--- src/hw/tmu_pkg.sv ---
/*
 * Shared definitions for the TMU pixel back end.
 * Holds the RGB565 color word, the 6-bit level used for brightness and
 * opacity, the control register map and the framebuffer word layout.
 * Modules import it inside their bodies and use scoped names in ports.
 */
package tmu_pkg;

	// One pixel. The chroma key compares the raw word, while decay
	// and blending work on the separate channels
	typedef union packed {
		logic [15:0] raw;
		struct packed {
			logic [4:0] r;
			logic [5:0] g;
			logic [4:0] b;
		} ch;
	} rgb565_t;

	typedef logic [5:0] level_t;  // 0 is darkest or fully transparent

	localparam level_t LEVEL_MAX = 6'd63;  // Full brightness, full opacity

	// ####################
	// Register indices within the control page
	localparam int REG_CTRL = 0;  // Write bit 0 to start, read bit 0 for busy
	localparam int REG_BRIGHTNESS = 1;
	localparam int REG_CHROMA = 2;  // Key color in 15:0, enable above it
	localparam int REG_ALPHA = 3;
	localparam int REG_COUNT = 4;  // Pixels in the next run

	localparam int CHROMA_EN_BIT = 16;

	// Four 16-bit pixels fill one 64-bit framebuffer write
	localparam int PIX_PER_WORD = 4;

endpackage
--- src/hw/tmu_top.sv ---
/*
 * Top level of the TMU pixel back end.
 * Chains decay, destination fetch, alpha blend and burst assembly with
 * valid/ready links, gates the pixel input to the programmed count and
 * runs the flush sequence that ends each run with an interrupt.
 */
module tmu_top #(
	parameter int fml_depth = 26,
	parameter logic [3:0] csr_addr = 4'h0
) (
	input logic sys_clk,
	input logic sys_rst,

	input logic [13:0] csr_a_i,
	input logic csr_we_i,
	input logic [31:0] csr_di_i,
	output logic [31:0] csr_do_o,

	input logic pix_valid_i,
	output logic pix_ready_o,
	input logic [fml_depth-2:0] pix_adr_i,
	input tmu_pkg::rgb565_t pix_color_i,

	output logic dr_valid_o,
	input logic dr_ready_i,
	output logic [fml_depth-2:0] dr_adr_o,
	input logic dr_rvalid_i,
	input tmu_pkg::rgb565_t dr_rdata_i,

	output logic fw_valid_o,
	input logic fw_ready_i,
	output logic [fml_depth-4:0] fw_adr_o,
	output logic [7:0] fw_sel_o,
	output logic [63:0] fw_data_o,

	output logic irq_o
);
	import tmu_pkg::*;

	localparam logic [1:0] IDLE = 2'd0;
	localparam logic [1:0] PROCESS = 2'd1;
	localparam logic [1:0] FLUSH = 2'd2;
	localparam logic [1:0] WAIT_FLUSH = 2'd3;

	logic start;
	logic busy;
	logic done;
	logic flush;
	level_t brightness;
	level_t alpha;
	logic chroma_en;
	rgb565_t chroma_key;
	logic [15:0] count;

	tmu_ctlif #(
		.csr_addr(csr_addr)
	) ctlif_inst (
		.sys_clk(sys_clk),
		.sys_rst(sys_rst),
		.csr_a_i(csr_a_i),
		.csr_we_i(csr_we_i),
		.csr_di_i(csr_di_i),
		.csr_do_o(csr_do_o),
		.done_i(done),
		.irq_o(irq_o),
		.start_o(start),
		.busy_o(busy),
		.brightness_o(brightness),
		.chroma_en_o(chroma_en),
		.chroma_key_o(chroma_key),
		.alpha_o(alpha),
		.count_o(count)
	);

	// ####################
	// Pixel stages
	logic run_open;
	logic decay_in_ready;
	logic decay_valid;
	logic decay_ready;
	logic [fml_depth-2:0] decay_adr;
	rgb565_t decay_color;

	logic fdest_valid;
	logic fdest_ready;
	logic [fml_depth-2:0] fdest_adr;
	rgb565_t fdest_color;
	rgb565_t fdest_dcolor;

	logic alpha_valid;
	logic alpha_ready;
	logic [fml_depth-2:0] alpha_adr;
	rgb565_t alpha_color;

	logic burst_empty;

	assign pix_ready_o = run_open & decay_in_ready;

	tmu_decay #(
		.fml_depth(fml_depth)
	) decay_inst (
		.sys_clk(sys_clk),
		.sys_rst(sys_rst),
		.brightness_i(brightness),
		.chroma_en_i(chroma_en),
		.chroma_key_i(chroma_key),
		.in_valid_i(pix_valid_i & run_open),
		.in_ready_o(decay_in_ready),
		.in_adr_i(pix_adr_i),
		.in_color_i(pix_color_i),
		.out_valid_o(decay_valid),
		.out_ready_i(decay_ready),
		.out_adr_o(decay_adr),
		.out_color_o(decay_color)
	);

	tmu_fdest #(
		.fml_depth(fml_depth)
	) fdest_inst (
		.sys_clk(sys_clk),
		.sys_rst(sys_rst),
		.alpha_i(alpha),
		.in_valid_i(decay_valid),
		.in_ready_o(decay_ready),
		.in_adr_i(decay_adr),
		.in_color_i(decay_color),
		.out_valid_o(fdest_valid),
		.out_ready_i(fdest_ready),
		.out_adr_o(fdest_adr),
		.out_color_o(fdest_color),
		.out_dcolor_o(fdest_dcolor),
		.dr_valid_o(dr_valid_o),
		.dr_ready_i(dr_ready_i),
		.dr_adr_o(dr_adr_o),
		.dr_rvalid_i(dr_rvalid_i),
		.dr_rdata_i(dr_rdata_i)
	);

	tmu_alpha #(
		.fml_depth(fml_depth)
	) alpha_inst (
		.sys_clk(sys_clk),
		.sys_rst(sys_rst),
		.alpha_i(alpha),
		.in_valid_i(fdest_valid),
		.in_ready_o(fdest_ready),
		.in_adr_i(fdest_adr),
		.in_color_i(fdest_color),
		.in_dcolor_i(fdest_dcolor),
		.out_valid_o(alpha_valid),
		.out_ready_i(alpha_ready),
		.out_adr_o(alpha_adr),
		.out_color_o(alpha_color)
	);

	tmu_burst #(
		.fml_depth(fml_depth)
	) burst_inst (
		.sys_clk(sys_clk),
		.sys_rst(sys_rst),
		.flush_i(flush),
		.empty_o(burst_empty),
		.in_valid_i(alpha_valid),
		.in_ready_o(alpha_ready),
		.in_adr_i(alpha_adr),
		.in_color_i(alpha_color),
		.fw_valid_o(fw_valid_o),
		.fw_ready_i(fw_ready_i),
		.fw_adr_o(fw_adr_o),
		.fw_sel_o(fw_sel_o),
		.fw_data_o(fw_data_o)
	);

	// ####################
	// Run control
	logic [1:0] state;
	logic [1:0] next_state;
	logic [15:0] accepted;
	logic pipe_busy;

	assign run_open = (state == PROCESS) & (accepted != count);

	// fdest holding a pixel without offering it means a read is in flight
	assign pipe_busy = decay_valid | fdest_valid | ~decay_ready | alpha_valid | fw_valid_o;

	always_ff @(posedge sys_clk) begin
		if (sys_rst) begin
			state <= IDLE;
			accepted <= '0;
		end else begin
			state <= next_state;
			if (start)
				accepted <= '0;
			else if (pix_valid_i & pix_ready_o)
				accepted <= accepted + 16'd1;
		end
	end

	always_comb begin
		next_state = state;
		flush = 1'b0;
		done = 1'b0;
		case (state)
			IDLE: if (start & ~busy) next_state = PROCESS;
			PROCESS: if (~run_open & ~pipe_busy) next_state = FLUSH;
			FLUSH: begin
				flush = 1'b1;  // Closes the last partial word
				next_state = WAIT_FLUSH;
			end
			WAIT_FLUSH: begin
				if (burst_empty) begin
					done = 1'b1;
					next_state = IDLE;
				end
			end
			default: next_state = IDLE;
		endcase
	end

endmodule

--- src/hw/tmu_burst.sv ---
/*
 * Burst assembler and framebuffer write port.
 * Collects pixels of one 64-bit word, four lanes of 16 bits, and marks
 * each filled lane in the byte selects. The open word is sent when a
 * pixel for another word arrives or when flush is pulsed. The write
 * register holds the word until the framebuffer accepts it.
 */
module tmu_burst #(
	parameter int fml_depth = 26
) (
	input logic sys_clk,
	input logic sys_rst,

	input logic flush_i,
	output logic empty_o,

	input logic in_valid_i,
	output logic in_ready_o,
	input logic [fml_depth-2:0] in_adr_i,
	input tmu_pkg::rgb565_t in_color_i,

	output logic fw_valid_o,
	input logic fw_ready_i,
	output logic [fml_depth-4:0] fw_adr_o,
	output logic [7:0] fw_sel_o,
	output logic [63:0] fw_data_o
);
	import tmu_pkg::*;

	localparam int LANE_W = $clog2(PIX_PER_WORD);

	// ####################
	// Word being assembled
	logic [fml_depth-4:0] cur_adr;
	logic [2*PIX_PER_WORD-1:0] cur_sel;
	logic [16*PIX_PER_WORD-1:0] cur_data;

	logic [fml_depth-4:0] word_adr;
	logic [LANE_W-1:0] lane;
	logic [2*PIX_PER_WORD-1:0] lane_sel;
	logic open;
	logic other_word;
	logic out_free;
	logic accept;
	logic close;

	assign word_adr = in_adr_i[fml_depth-2:LANE_W];
	assign lane = in_adr_i[LANE_W-1:0];
	assign lane_sel = 2'b11 << (2 * lane);

	assign open = |cur_sel;  // Any lane filled means a word is open
	assign other_word = open & (word_adr != cur_adr);
	assign out_free = ~fw_valid_o | fw_ready_i;

	assign in_ready_o = ~other_word | out_free;  // Stall only if we cannot close
	assign accept = in_valid_i & in_ready_o;
	assign close = open & out_free & (flush_i | (in_valid_i & other_word));
	assign empty_o = ~open & ~fw_valid_o;

	always_ff @(posedge sys_clk) begin
		if (sys_rst) begin
			cur_sel <= '0;
			fw_valid_o <= 1'b0;
		end else begin
			if (fw_valid_o & fw_ready_i)
				fw_valid_o <= 1'b0;
			if (close)
				fw_valid_o <= 1'b1;
			// A closing word restarts the selects before the new lane goes in
			if (accept)
				cur_sel <= (close ? '0 : cur_sel) | lane_sel;
			else if (close)
				cur_sel <= '0;
		end
	end

	// ####################
	// Payload, lanes without a select bit keep stale data
	always_ff @(posedge sys_clk) begin
		if (close) begin
			fw_adr_o <= cur_adr;
			fw_sel_o <= cur_sel;
			fw_data_o <= cur_data;
		end
		if (accept) begin
			cur_adr <= word_adr;
			cur_data[16*lane +: 16] <= in_color_i.raw;
		end
	end

	a_fw_hold: assert property (@(posedge sys_clk) disable iff (sys_rst)
		fw_valid_o && !fw_ready_i |=> fw_valid_o && $stable(fw_adr_o)
			&& $stable(fw_sel_o) && $stable(fw_data_o));

endmodule

--- src/hw/tmu_alpha.sv ---
/*
 * Alpha blending stage.
 * Mixes the source color with the destination color fetched before it,
 * weighted by (alpha+1) and (63-alpha) over 64. At full opacity the
 * source passes unchanged. One cycle of latency.
 */
module tmu_alpha #(
	parameter int fml_depth = 26
) (
	input logic sys_clk,
	input logic sys_rst,

	input tmu_pkg::level_t alpha_i,

	input logic in_valid_i,
	output logic in_ready_o,
	input logic [fml_depth-2:0] in_adr_i,
	input tmu_pkg::rgb565_t in_color_i,
	input tmu_pkg::rgb565_t in_dcolor_i,

	output logic out_valid_o,
	input logic out_ready_i,
	output logic [fml_depth-2:0] out_adr_o,
	output tmu_pkg::rgb565_t out_color_o
);
	import tmu_pkg::*;

	// The two weights always add up to 64
	function automatic logic [5:0] mix(input logic [5:0] s, input logic [5:0] d,
		input level_t a);
		logic [12:0] sum;
		sum = {7'd0, s} * ({7'd0, a} + 13'd1)
			+ {7'd0, d} * ({7'd0, LEVEL_MAX} - {7'd0, a});
		return sum[11:6];
	endfunction

	logic [5:0] mix_r;
	logic [5:0] mix_g;
	logic [5:0] mix_b;
	rgb565_t blended;

	assign mix_r = mix({1'b0, in_color_i.ch.r}, {1'b0, in_dcolor_i.ch.r}, alpha_i);
	assign mix_g = mix(in_color_i.ch.g, in_dcolor_i.ch.g, alpha_i);
	assign mix_b = mix({1'b0, in_color_i.ch.b}, {1'b0, in_dcolor_i.ch.b}, alpha_i);
	assign blended = {mix_r[4:0], mix_g, mix_b[4:0]};

	assign in_ready_o = ~out_valid_o | out_ready_i;

	always_ff @(posedge sys_clk) begin
		if (sys_rst)
			out_valid_o <= 1'b0;
		else if (in_ready_o)
			out_valid_o <= in_valid_i;
	end

	// No destination was fetched at full opacity, so it must not be used
	always_ff @(posedge sys_clk) begin
		if (in_valid_i & in_ready_o) begin
			out_adr_o <= in_adr_i;
			out_color_o <= (alpha_i == LEVEL_MAX) ? in_color_i : blended;
		end
	end

endmodule

--- src/hw/tmu_fdest.sv ---
/*
 * Destination fetch stage for alpha blending.
 * Holds one pixel. While opacity is below full it reads the pixel at the
 * same framebuffer address and releases both colors once the response
 * is in. At full opacity no read is made and the pixel passes in a cycle.
 */
module tmu_fdest #(
	parameter int fml_depth = 26
) (
	input logic sys_clk,
	input logic sys_rst,

	input tmu_pkg::level_t alpha_i,

	input logic in_valid_i,
	output logic in_ready_o,
	input logic [fml_depth-2:0] in_adr_i,
	input tmu_pkg::rgb565_t in_color_i,

	output logic out_valid_o,
	input logic out_ready_i,
	output logic [fml_depth-2:0] out_adr_o,
	output tmu_pkg::rgb565_t out_color_o,
	output tmu_pkg::rgb565_t out_dcolor_o,

	output logic dr_valid_o,
	input logic dr_ready_i,
	output logic [fml_depth-2:0] dr_adr_o,
	input logic dr_rvalid_i,
	input tmu_pkg::rgb565_t dr_rdata_i
);
	import tmu_pkg::*;

	logic full;  // A pixel sits in the stage
	logic pending;  // Read accepted, response not yet back
	logic blend;

	assign blend = (alpha_i < LEVEL_MAX);
	assign in_ready_o = ~full | (out_valid_o & out_ready_i);
	assign dr_adr_o = out_adr_o;

	always_ff @(posedge sys_clk) begin
		if (sys_rst) begin
			full <= 1'b0;
			pending <= 1'b0;
			out_valid_o <= 1'b0;
			dr_valid_o <= 1'b0;
		end else begin
			if (out_valid_o & out_ready_i) begin
				out_valid_o <= 1'b0;
				full <= 1'b0;
			end
			if (dr_valid_o & dr_ready_i) begin
				dr_valid_o <= 1'b0;
				pending <= 1'b1;
			end
			if (dr_rvalid_i) begin
				pending <= 1'b0;
				out_valid_o <= 1'b1;
			end
			// A new pixel can enter in the cycle the old one leaves
			if (in_valid_i & in_ready_o) begin
				full <= 1'b1;
				if (blend)
					dr_valid_o <= 1'b1;
				else
					out_valid_o <= 1'b1;
			end
		end
	end

	always_ff @(posedge sys_clk) begin
		if (in_valid_i & in_ready_o) begin
			out_adr_o <= in_adr_i;
			out_color_o <= in_color_i;
		end
		if (dr_rvalid_i)
			out_dcolor_o <= dr_rdata_i;
	end

	// The memory side must never answer a read we did not make
	a_rvalid_pending: assert property (@(posedge sys_clk) disable iff (sys_rst)
		dr_rvalid_i |-> pending);

endmodule

--- src/hw/tmu_decay.sv ---
/*
 * Brightness decay and chroma key stage.
 * Scales each channel by (brightness+1)/64 and holds the result for one
 * cycle. Pixels that match the enabled key are taken and dropped.
 */
module tmu_decay #(
	parameter int fml_depth = 26
) (
	input logic sys_clk,
	input logic sys_rst,

	input tmu_pkg::level_t brightness_i,
	input logic chroma_en_i,
	input tmu_pkg::rgb565_t chroma_key_i,

	input logic in_valid_i,
	output logic in_ready_o,
	input logic [fml_depth-2:0] in_adr_i,
	input tmu_pkg::rgb565_t in_color_i,

	output logic out_valid_o,
	input logic out_ready_i,
	output logic [fml_depth-2:0] out_adr_o,
	output tmu_pkg::rgb565_t out_color_o
);
	import tmu_pkg::*;

	// Floor of channel times (level+1) over 64
	function automatic logic [5:0] scale(input logic [5:0] c, input level_t lvl);
		logic [12:0] prod;
		prod = {7'd0, c} * ({7'd0, lvl} + 13'd1);
		return prod[11:6];
	endfunction

	logic [5:0] dec_r;
	logic [5:0] dec_g;
	logic [5:0] dec_b;
	rgb565_t decayed;
	logic keyed;

	assign dec_r = scale({1'b0, in_color_i.ch.r}, brightness_i);
	assign dec_g = scale(in_color_i.ch.g, brightness_i);
	assign dec_b = scale({1'b0, in_color_i.ch.b}, brightness_i);
	assign decayed = {dec_r[4:0], dec_g, dec_b[4:0]};

	assign keyed = chroma_en_i & (in_color_i.raw == chroma_key_i.raw);  // Raw compare
	assign in_ready_o = ~out_valid_o | out_ready_i;

	always_ff @(posedge sys_clk) begin
		if (sys_rst)
			out_valid_o <= 1'b0;
		else if (in_ready_o)
			out_valid_o <= in_valid_i & ~keyed;  // Keyed pixels vanish here
	end

	always_ff @(posedge sys_clk) begin
		if (in_valid_i & in_ready_o) begin
			out_adr_o <= in_adr_i;
			out_color_o <= decayed;
		end
	end

endmodule

--- src/hw/tmu_ctlif.sv ---
/*
 * Control register file of the pixel back end.
 * Answers CSR accesses on its own page, holds the run settings and turns
 * a write of bit 0 to the control register into a start pulse. Busy is
 * held from start until the top level reports done, and the interrupt
 * pulses for one cycle at that point.
 */
module tmu_ctlif #(
	parameter logic [3:0] csr_addr = 4'h0
) (
	input logic sys_clk,
	input logic sys_rst,

	input logic [13:0] csr_a_i,
	input logic csr_we_i,
	input logic [31:0] csr_di_i,
	output logic [31:0] csr_do_o,

	input logic done_i,
	output logic irq_o,
	output logic start_o,
	output logic busy_o,

	output tmu_pkg::level_t brightness_o,
	output logic chroma_en_o,
	output tmu_pkg::rgb565_t chroma_key_o,
	output tmu_pkg::level_t alpha_o,
	output logic [15:0] count_o
);
	import tmu_pkg::*;

	logic csr_sel;
	logic [9:0] reg_idx;
	logic ctrl_wr;

	assign csr_sel = (csr_a_i[13:10] == csr_addr);  // Top bits select the page
	assign reg_idx = csr_a_i[9:0];
	assign ctrl_wr = csr_sel & csr_we_i & (reg_idx == REG_CTRL);

	always_ff @(posedge sys_clk) begin
		if (sys_rst) begin
			brightness_o <= LEVEL_MAX;
			chroma_en_o <= 1'b0;
			chroma_key_o <= '0;
			alpha_o <= LEVEL_MAX;
			count_o <= '0;
		end else if (csr_sel & csr_we_i) begin
			case (reg_idx)
				REG_BRIGHTNESS: brightness_o <= csr_di_i[5:0];
				REG_CHROMA: begin
					chroma_en_o <= csr_di_i[CHROMA_EN_BIT];
					chroma_key_o.raw <= csr_di_i[15:0];
				end
				REG_ALPHA: alpha_o <= csr_di_i[5:0];
				REG_COUNT: count_o <= csr_di_i[15:0];
				default: ;
			endcase
		end
	end

	// A start request during a run is ignored
	always_ff @(posedge sys_clk) begin
		if (sys_rst) begin
			start_o <= 1'b0;
			busy_o <= 1'b0;
			irq_o <= 1'b0;
		end else begin
			start_o <= ctrl_wr & csr_di_i[0] & ~busy_o & ~start_o;
			irq_o <= done_i;
			if (start_o)
				busy_o <= 1'b1;
			else if (done_i)
				busy_o <= 1'b0;
		end
	end

	// Reads return one cycle later and give zero outside our page
	always_ff @(posedge sys_clk) begin
		if (sys_rst) begin
			csr_do_o <= '0;
		end else begin
			csr_do_o <= '0;
			if (csr_sel) begin
				case (reg_idx)
					REG_CTRL: csr_do_o <= {31'd0, busy_o};
					REG_BRIGHTNESS: csr_do_o <= {26'd0, brightness_o};
					REG_CHROMA: csr_do_o <= {15'd0, chroma_en_o, chroma_key_o.raw};
					REG_ALPHA: csr_do_o <= {26'd0, alpha_o};
					REG_COUNT: csr_do_o <= {16'd0, count_o};
					default: csr_do_o <= '0;
				endcase
			end
		end
	end

	// A start pulse never falls inside a run
	a_start_idle: assert property (@(posedge sys_clk) disable iff (sys_rst)
		start_o |-> !busy_o);

endmodule

--- config.mk ---
export PLATFORM = sky130hd
export DESIGN_NAME = tmu_top
export DESIGN_NICKNAME = d
export VERILOG_FILES = /design/src/hw/tmu_pkg.sv /design/src/hw/tmu_top.sv /design/src/hw/tmu_burst.sv /design/src/hw/tmu_alpha.sv /design/src/hw/tmu_fdest.sv /design/src/hw/tmu_decay.sv /design/src/hw/tmu_ctlif.sv
export SDC_FILE = /design/constraint.sdc
export NUM_CORES = 1
export LEC_CHECK = 0
export BUFFER_PORTS_ARGS = -buffer_cell sky130_fd_sc_hd__clkbuf_2
export CAP_MARGIN = 10
export CORE_ASPECT_RATIO = 0.6
export CORE_MARGIN = 5
export CORE_UTILIZATION = 30
export CTS_BUF_LIST = sky130_fd_sc_hd__clkbuf_4 sky130_fd_sc_hd__clkbuf_8 sky130_fd_sc_hd__clkbuf_16
export CTS_CLUSTER_SIZE = 30
export DETAILED_ROUTE_END_ITERATION = 7
export GPL_TIMING_DRIVEN = 0
export SETUP_SLACK_MARGIN = 0.02
export SLEW_MARGIN = 15
export SYNTH_ARGS = -nofsm -noshare
export SYNTH_HDL_FRONTEND = slang
export SYNTH_SLANG_ARGS = --single-unit
--- constraint.sdc ---
create_clock -name sys_clk -period 6.7 [get_ports sys_clk]
set_clock_uncertainty 0.1 [all_clocks]
set_input_delay 0.67 -clock sys_clk [delete_from_list [all_inputs] [get_ports sys_clk]]
set_output_delay 0.67 -clock sys_clk [all_outputs]
set_load 0.01 [all_outputs]
==> out/qor.csv <==
metric,value,unit
outcome,"finished, final reports clean",
worstMarginPinSlew,1132,ps
power_density,192.3,nW/um^2
drive_above_1_share,0.1534,
cap_violations,0,
num_rows,80,
pin_count,266,
synthTopCellsByArea,"edfxtp_1 (40%), fa_1 (15%), ha_1 (8.2%)",
h-tree-depth,2,
syn_inst,2030,
yosys.area.top_type_share,0.3971,
numPortBuffers,225,
arrival,6650,ps
clk_pin_slew,70,ps
drc,0,
power_leakage,11.94,nW
ant_nets,0,
cts_buffers,40,
syn_area,24270,sq um
clk-insertion-delay-late,570,ps
fin_ws,269.9,ps
clkSinkCount,418,
hold_violations,0,
die-area,86890,sq um
post-route-period-util,0.9597,
dp_hpwl,49.24,mm
hp-class,input pin to register,
ir_drop,0.1514,mV
grt_overflow,0,
async_flop_share,0,
die_height,230.3,microns
cts_tree,yes,
fin_setup_tns,0,ps
rsz0062_at_grt,true,
die_x,377.2,microns
synth_flop_cell,edfxtp_1,
cts-root-buf,clkbuf_16,
placed_area,26910,sq um
fin_util,0.3553,
n_fill_cell,7915,
synth_warnings,0,
cts.path.max_buffers,3,
slew_headroom,0.2395,
maxSlewViolCount,0,
via_count,15490,
synthToLayoutAreaGrowth,16.93,%
path_max_fanout,10,
period_minus_slack,6430,ps
drt_iter0_drc,1331,
dp_slack,-1018,ps
yosysSeqAreaShare,0.4771,
synth_area_per_cell,11.96,sq um
fmax,155.5,MHz
wl_per_cell,18.37,microns
antenna_found_initial,7,
crit_required,6920,ps
grt_max_degree,55,
synth_edf_count,321,
crit_path_end_kind,register,
grtUsageTotal,0.1432,
drt_first_pass_iters,7,
grt_pass1_wl,96.73,mm
first_global_vias,15430,
synth_seq_cells,418,
vias_per_cell,4.534,
gp_congestion,0.8641,
cp-start-kind,register,
finalInstanceArea,28380,sq um
routed_wl,62.74,mm
yosysTopAreaCell,edfxtp_1,
start_util,0.3039,
finalSetupViolCount,0,
ys_types,65,
num-nets-final,2761,
critical_path_class,register to register,
core_area,79880,sq um
## cell families (layout without fill, tap and decap cells)
group | Yosys count | count (layout) | synth area share
AO/OA/AOI/OAI | 147 | 147 | 0.04206
flip-flops | 418 | 418 | 0.4771
multiplexers | 41 | 41 | 0.01696
buffers and inverters | 333 | 636 | 0.05505
other | 1 | 18 | 0.0001545
XOR/XNOR | 112 | 112 | 0.04041
adder cells (fa/ha/maj) | 335 | 335 | 0.2271
AND/OR/NAND/NOR | 643 | 643 | 0.1411
## final timing paths
check | to | cells after the start | from | slack (ps)
hold / removal | decay_inst.out_adr_o[0] | 1 | pix_adr_i[0] | 170
setup reg to reg | alpha_inst.out_color_o[14] | 19 | ctlif_inst.alpha_o[0] | 270
hold reg to reg | burst_inst.fw_data_o[51] | 0 | burst_inst.cur_data[51] | 310
setup / recovery | alpha_inst.out_color_o[14] | 19 | ctlif_inst.alpha_o[0] | 270
## worst max-delay path, stage by stage (launching register included)
cell and delay (ps):
dfxtp_2 430, ha_1 290, and3_1 320, xor2_4 320, buf_6 230, nand2_1 90
fa_1 510, inv_1 60, fa_1 520, fa_1 470, fa_1 550, fa_1 540
ha_1 230, a2111oi_0 330, o21ai_1 190, a31oi_2 190, buf_4 170, o21ai_0 100
or3_1 320, a31o_2 240
## cell usage after synthesis (all sizes together), types with 8 or more instances
library cell / instances
buf: 23
xor2: 53
o31ai: 8
a31oi: 8
nor2b: 94
nand4: 13
nor3: 14
nand2b: 40
and3: 17
inv: 249
nor4: 14
mux2i: 40
nor2: 82
nand2: 163
a21oi: 33
a211o: 12
edfxtp: 321
a22oi: 11
ha: 159
clkbuf: 61
dfxtp: 97
or4: 10
xnor2: 59
nand3: 32
or3: 12
fa: 176
o21ai: 22
and2: 135
## placed cells by master, fill, tap and decap left out, types with 7 or more instances in the layout
master	instances
nor2b_1	94
a21oi_1	32
nand3_1	32
a22oi_1	11
or3_1	12
a31oi_1	7
nor4_1	13
o21ai_0	20
clkbuf_1	50
clkbuf_4	13
buf_4	20
nand2_1	162
nor3_1	12
xor2_1	51
conb_1	15
o31ai_1	8
xnor2_1	57
clkbuf_16	40
nand2b_1	40
edfxtp_1	321
inv_1	249
a211o_1	12
nor2_1	81
nand4_1	13
or4_1	9
mux2i_1	40
and3_1	17
dfxtp_1	96
ha_1	159
and2_1	133
fa_1	176
clkbuf_2	231
## metrics by stage
stage	total power [mW]	instances	hold slack (ps)
2_1_floorplan	3.074	2044	300.3
3_3_place_gp	3.208	3335	300.7
3_5_place_dp	3.211	3340	304.5
4_1_cts	5.542	3414	132.5
5_1_grt	5.681	3413	131.2
6_report	5.458	3416	171.2
## area by class of cell
cell class                 instances  area [sq um]  share of cell area
antenna                            3         7.507           0.0002645
buffer                            82         416.7             0.01468
clock buffer                      53          1111             0.03914
clock inverter                    20         237.7            0.008376
inverter                         249         934.6             0.03293
multi-input combinational       1293         11510              0.4056
sequential                       418         11580              0.4081
tap                             1066          1334             0.04699
timing repair buffer             232          1249             0.04399
## routing by layer
metal | track usage | wire (microns) | part of all wire | vias to the layer above
met5 | 0 | 27 | 0.00043 | -
met3 | 0.03420 | 4873 | 0.078 | 70
met4 | 0.02249 | 807 | 0.013 | 4
met2 | 0.2015 | 25660 | 0.41 | 521
met1 | 0.2249 | 31370 | 0.50 | 7564
li1 | - | - | - | 7329
## where the power goes
part | internal, mW | leakage (nW) | switching [mW]
sequential | 2.84 | 3.72 | 0.0413
clock | 1.28 | 0.655 | 1.03
combinational | 0.108 | 7.57 | 0.167
## flip-flops by register name, indices dropped and copies added, names as in the netlist, 2 cells and up
| signal | flops |
|---|---|
| accepted | 16 |
| ctlif_inst.csr_do_o | 17 |
| burst_inst.fw_data_o | 64 |
| fdest_inst.out_dcolor_o | 16 |
| ctlif_inst.chroma_key_o | 16 |
| alpha_inst.out_color_o | 16 |
| alpha_inst.out_adr_o | 25 |
| decay_inst.out_color_o | 16 |
| ctlif_inst.alpha_o | 6 |
| ctlif_inst.brightness_o | 6 |
| burst_inst.fw_sel_o | 8 |
| fdest_inst.dr_adr_o | 25 |
| burst_inst.cur_adr | 23 |
| burst_inst.cur_sel | 8 |
| decay_inst.out_adr_o | 25 |
| ctlif_inst.count_o | 16 |
| burst_inst.fw_adr_o | 23 |
| burst_inst.cur_data | 64 |
| fdest_inst.out_color_o | 16 |
| state | 2 |
## timing repair
item | in CTS | in global routing
hold endpoints to repair | 0 | 0
pin swaps | 1 | 1
setup buffers | 1 | 1
hold buffers | 0 | 0
setup endpoints to repair | 11 | 5
gates resized for setup | 19 | 9
(Power assumes the default switching activity.)
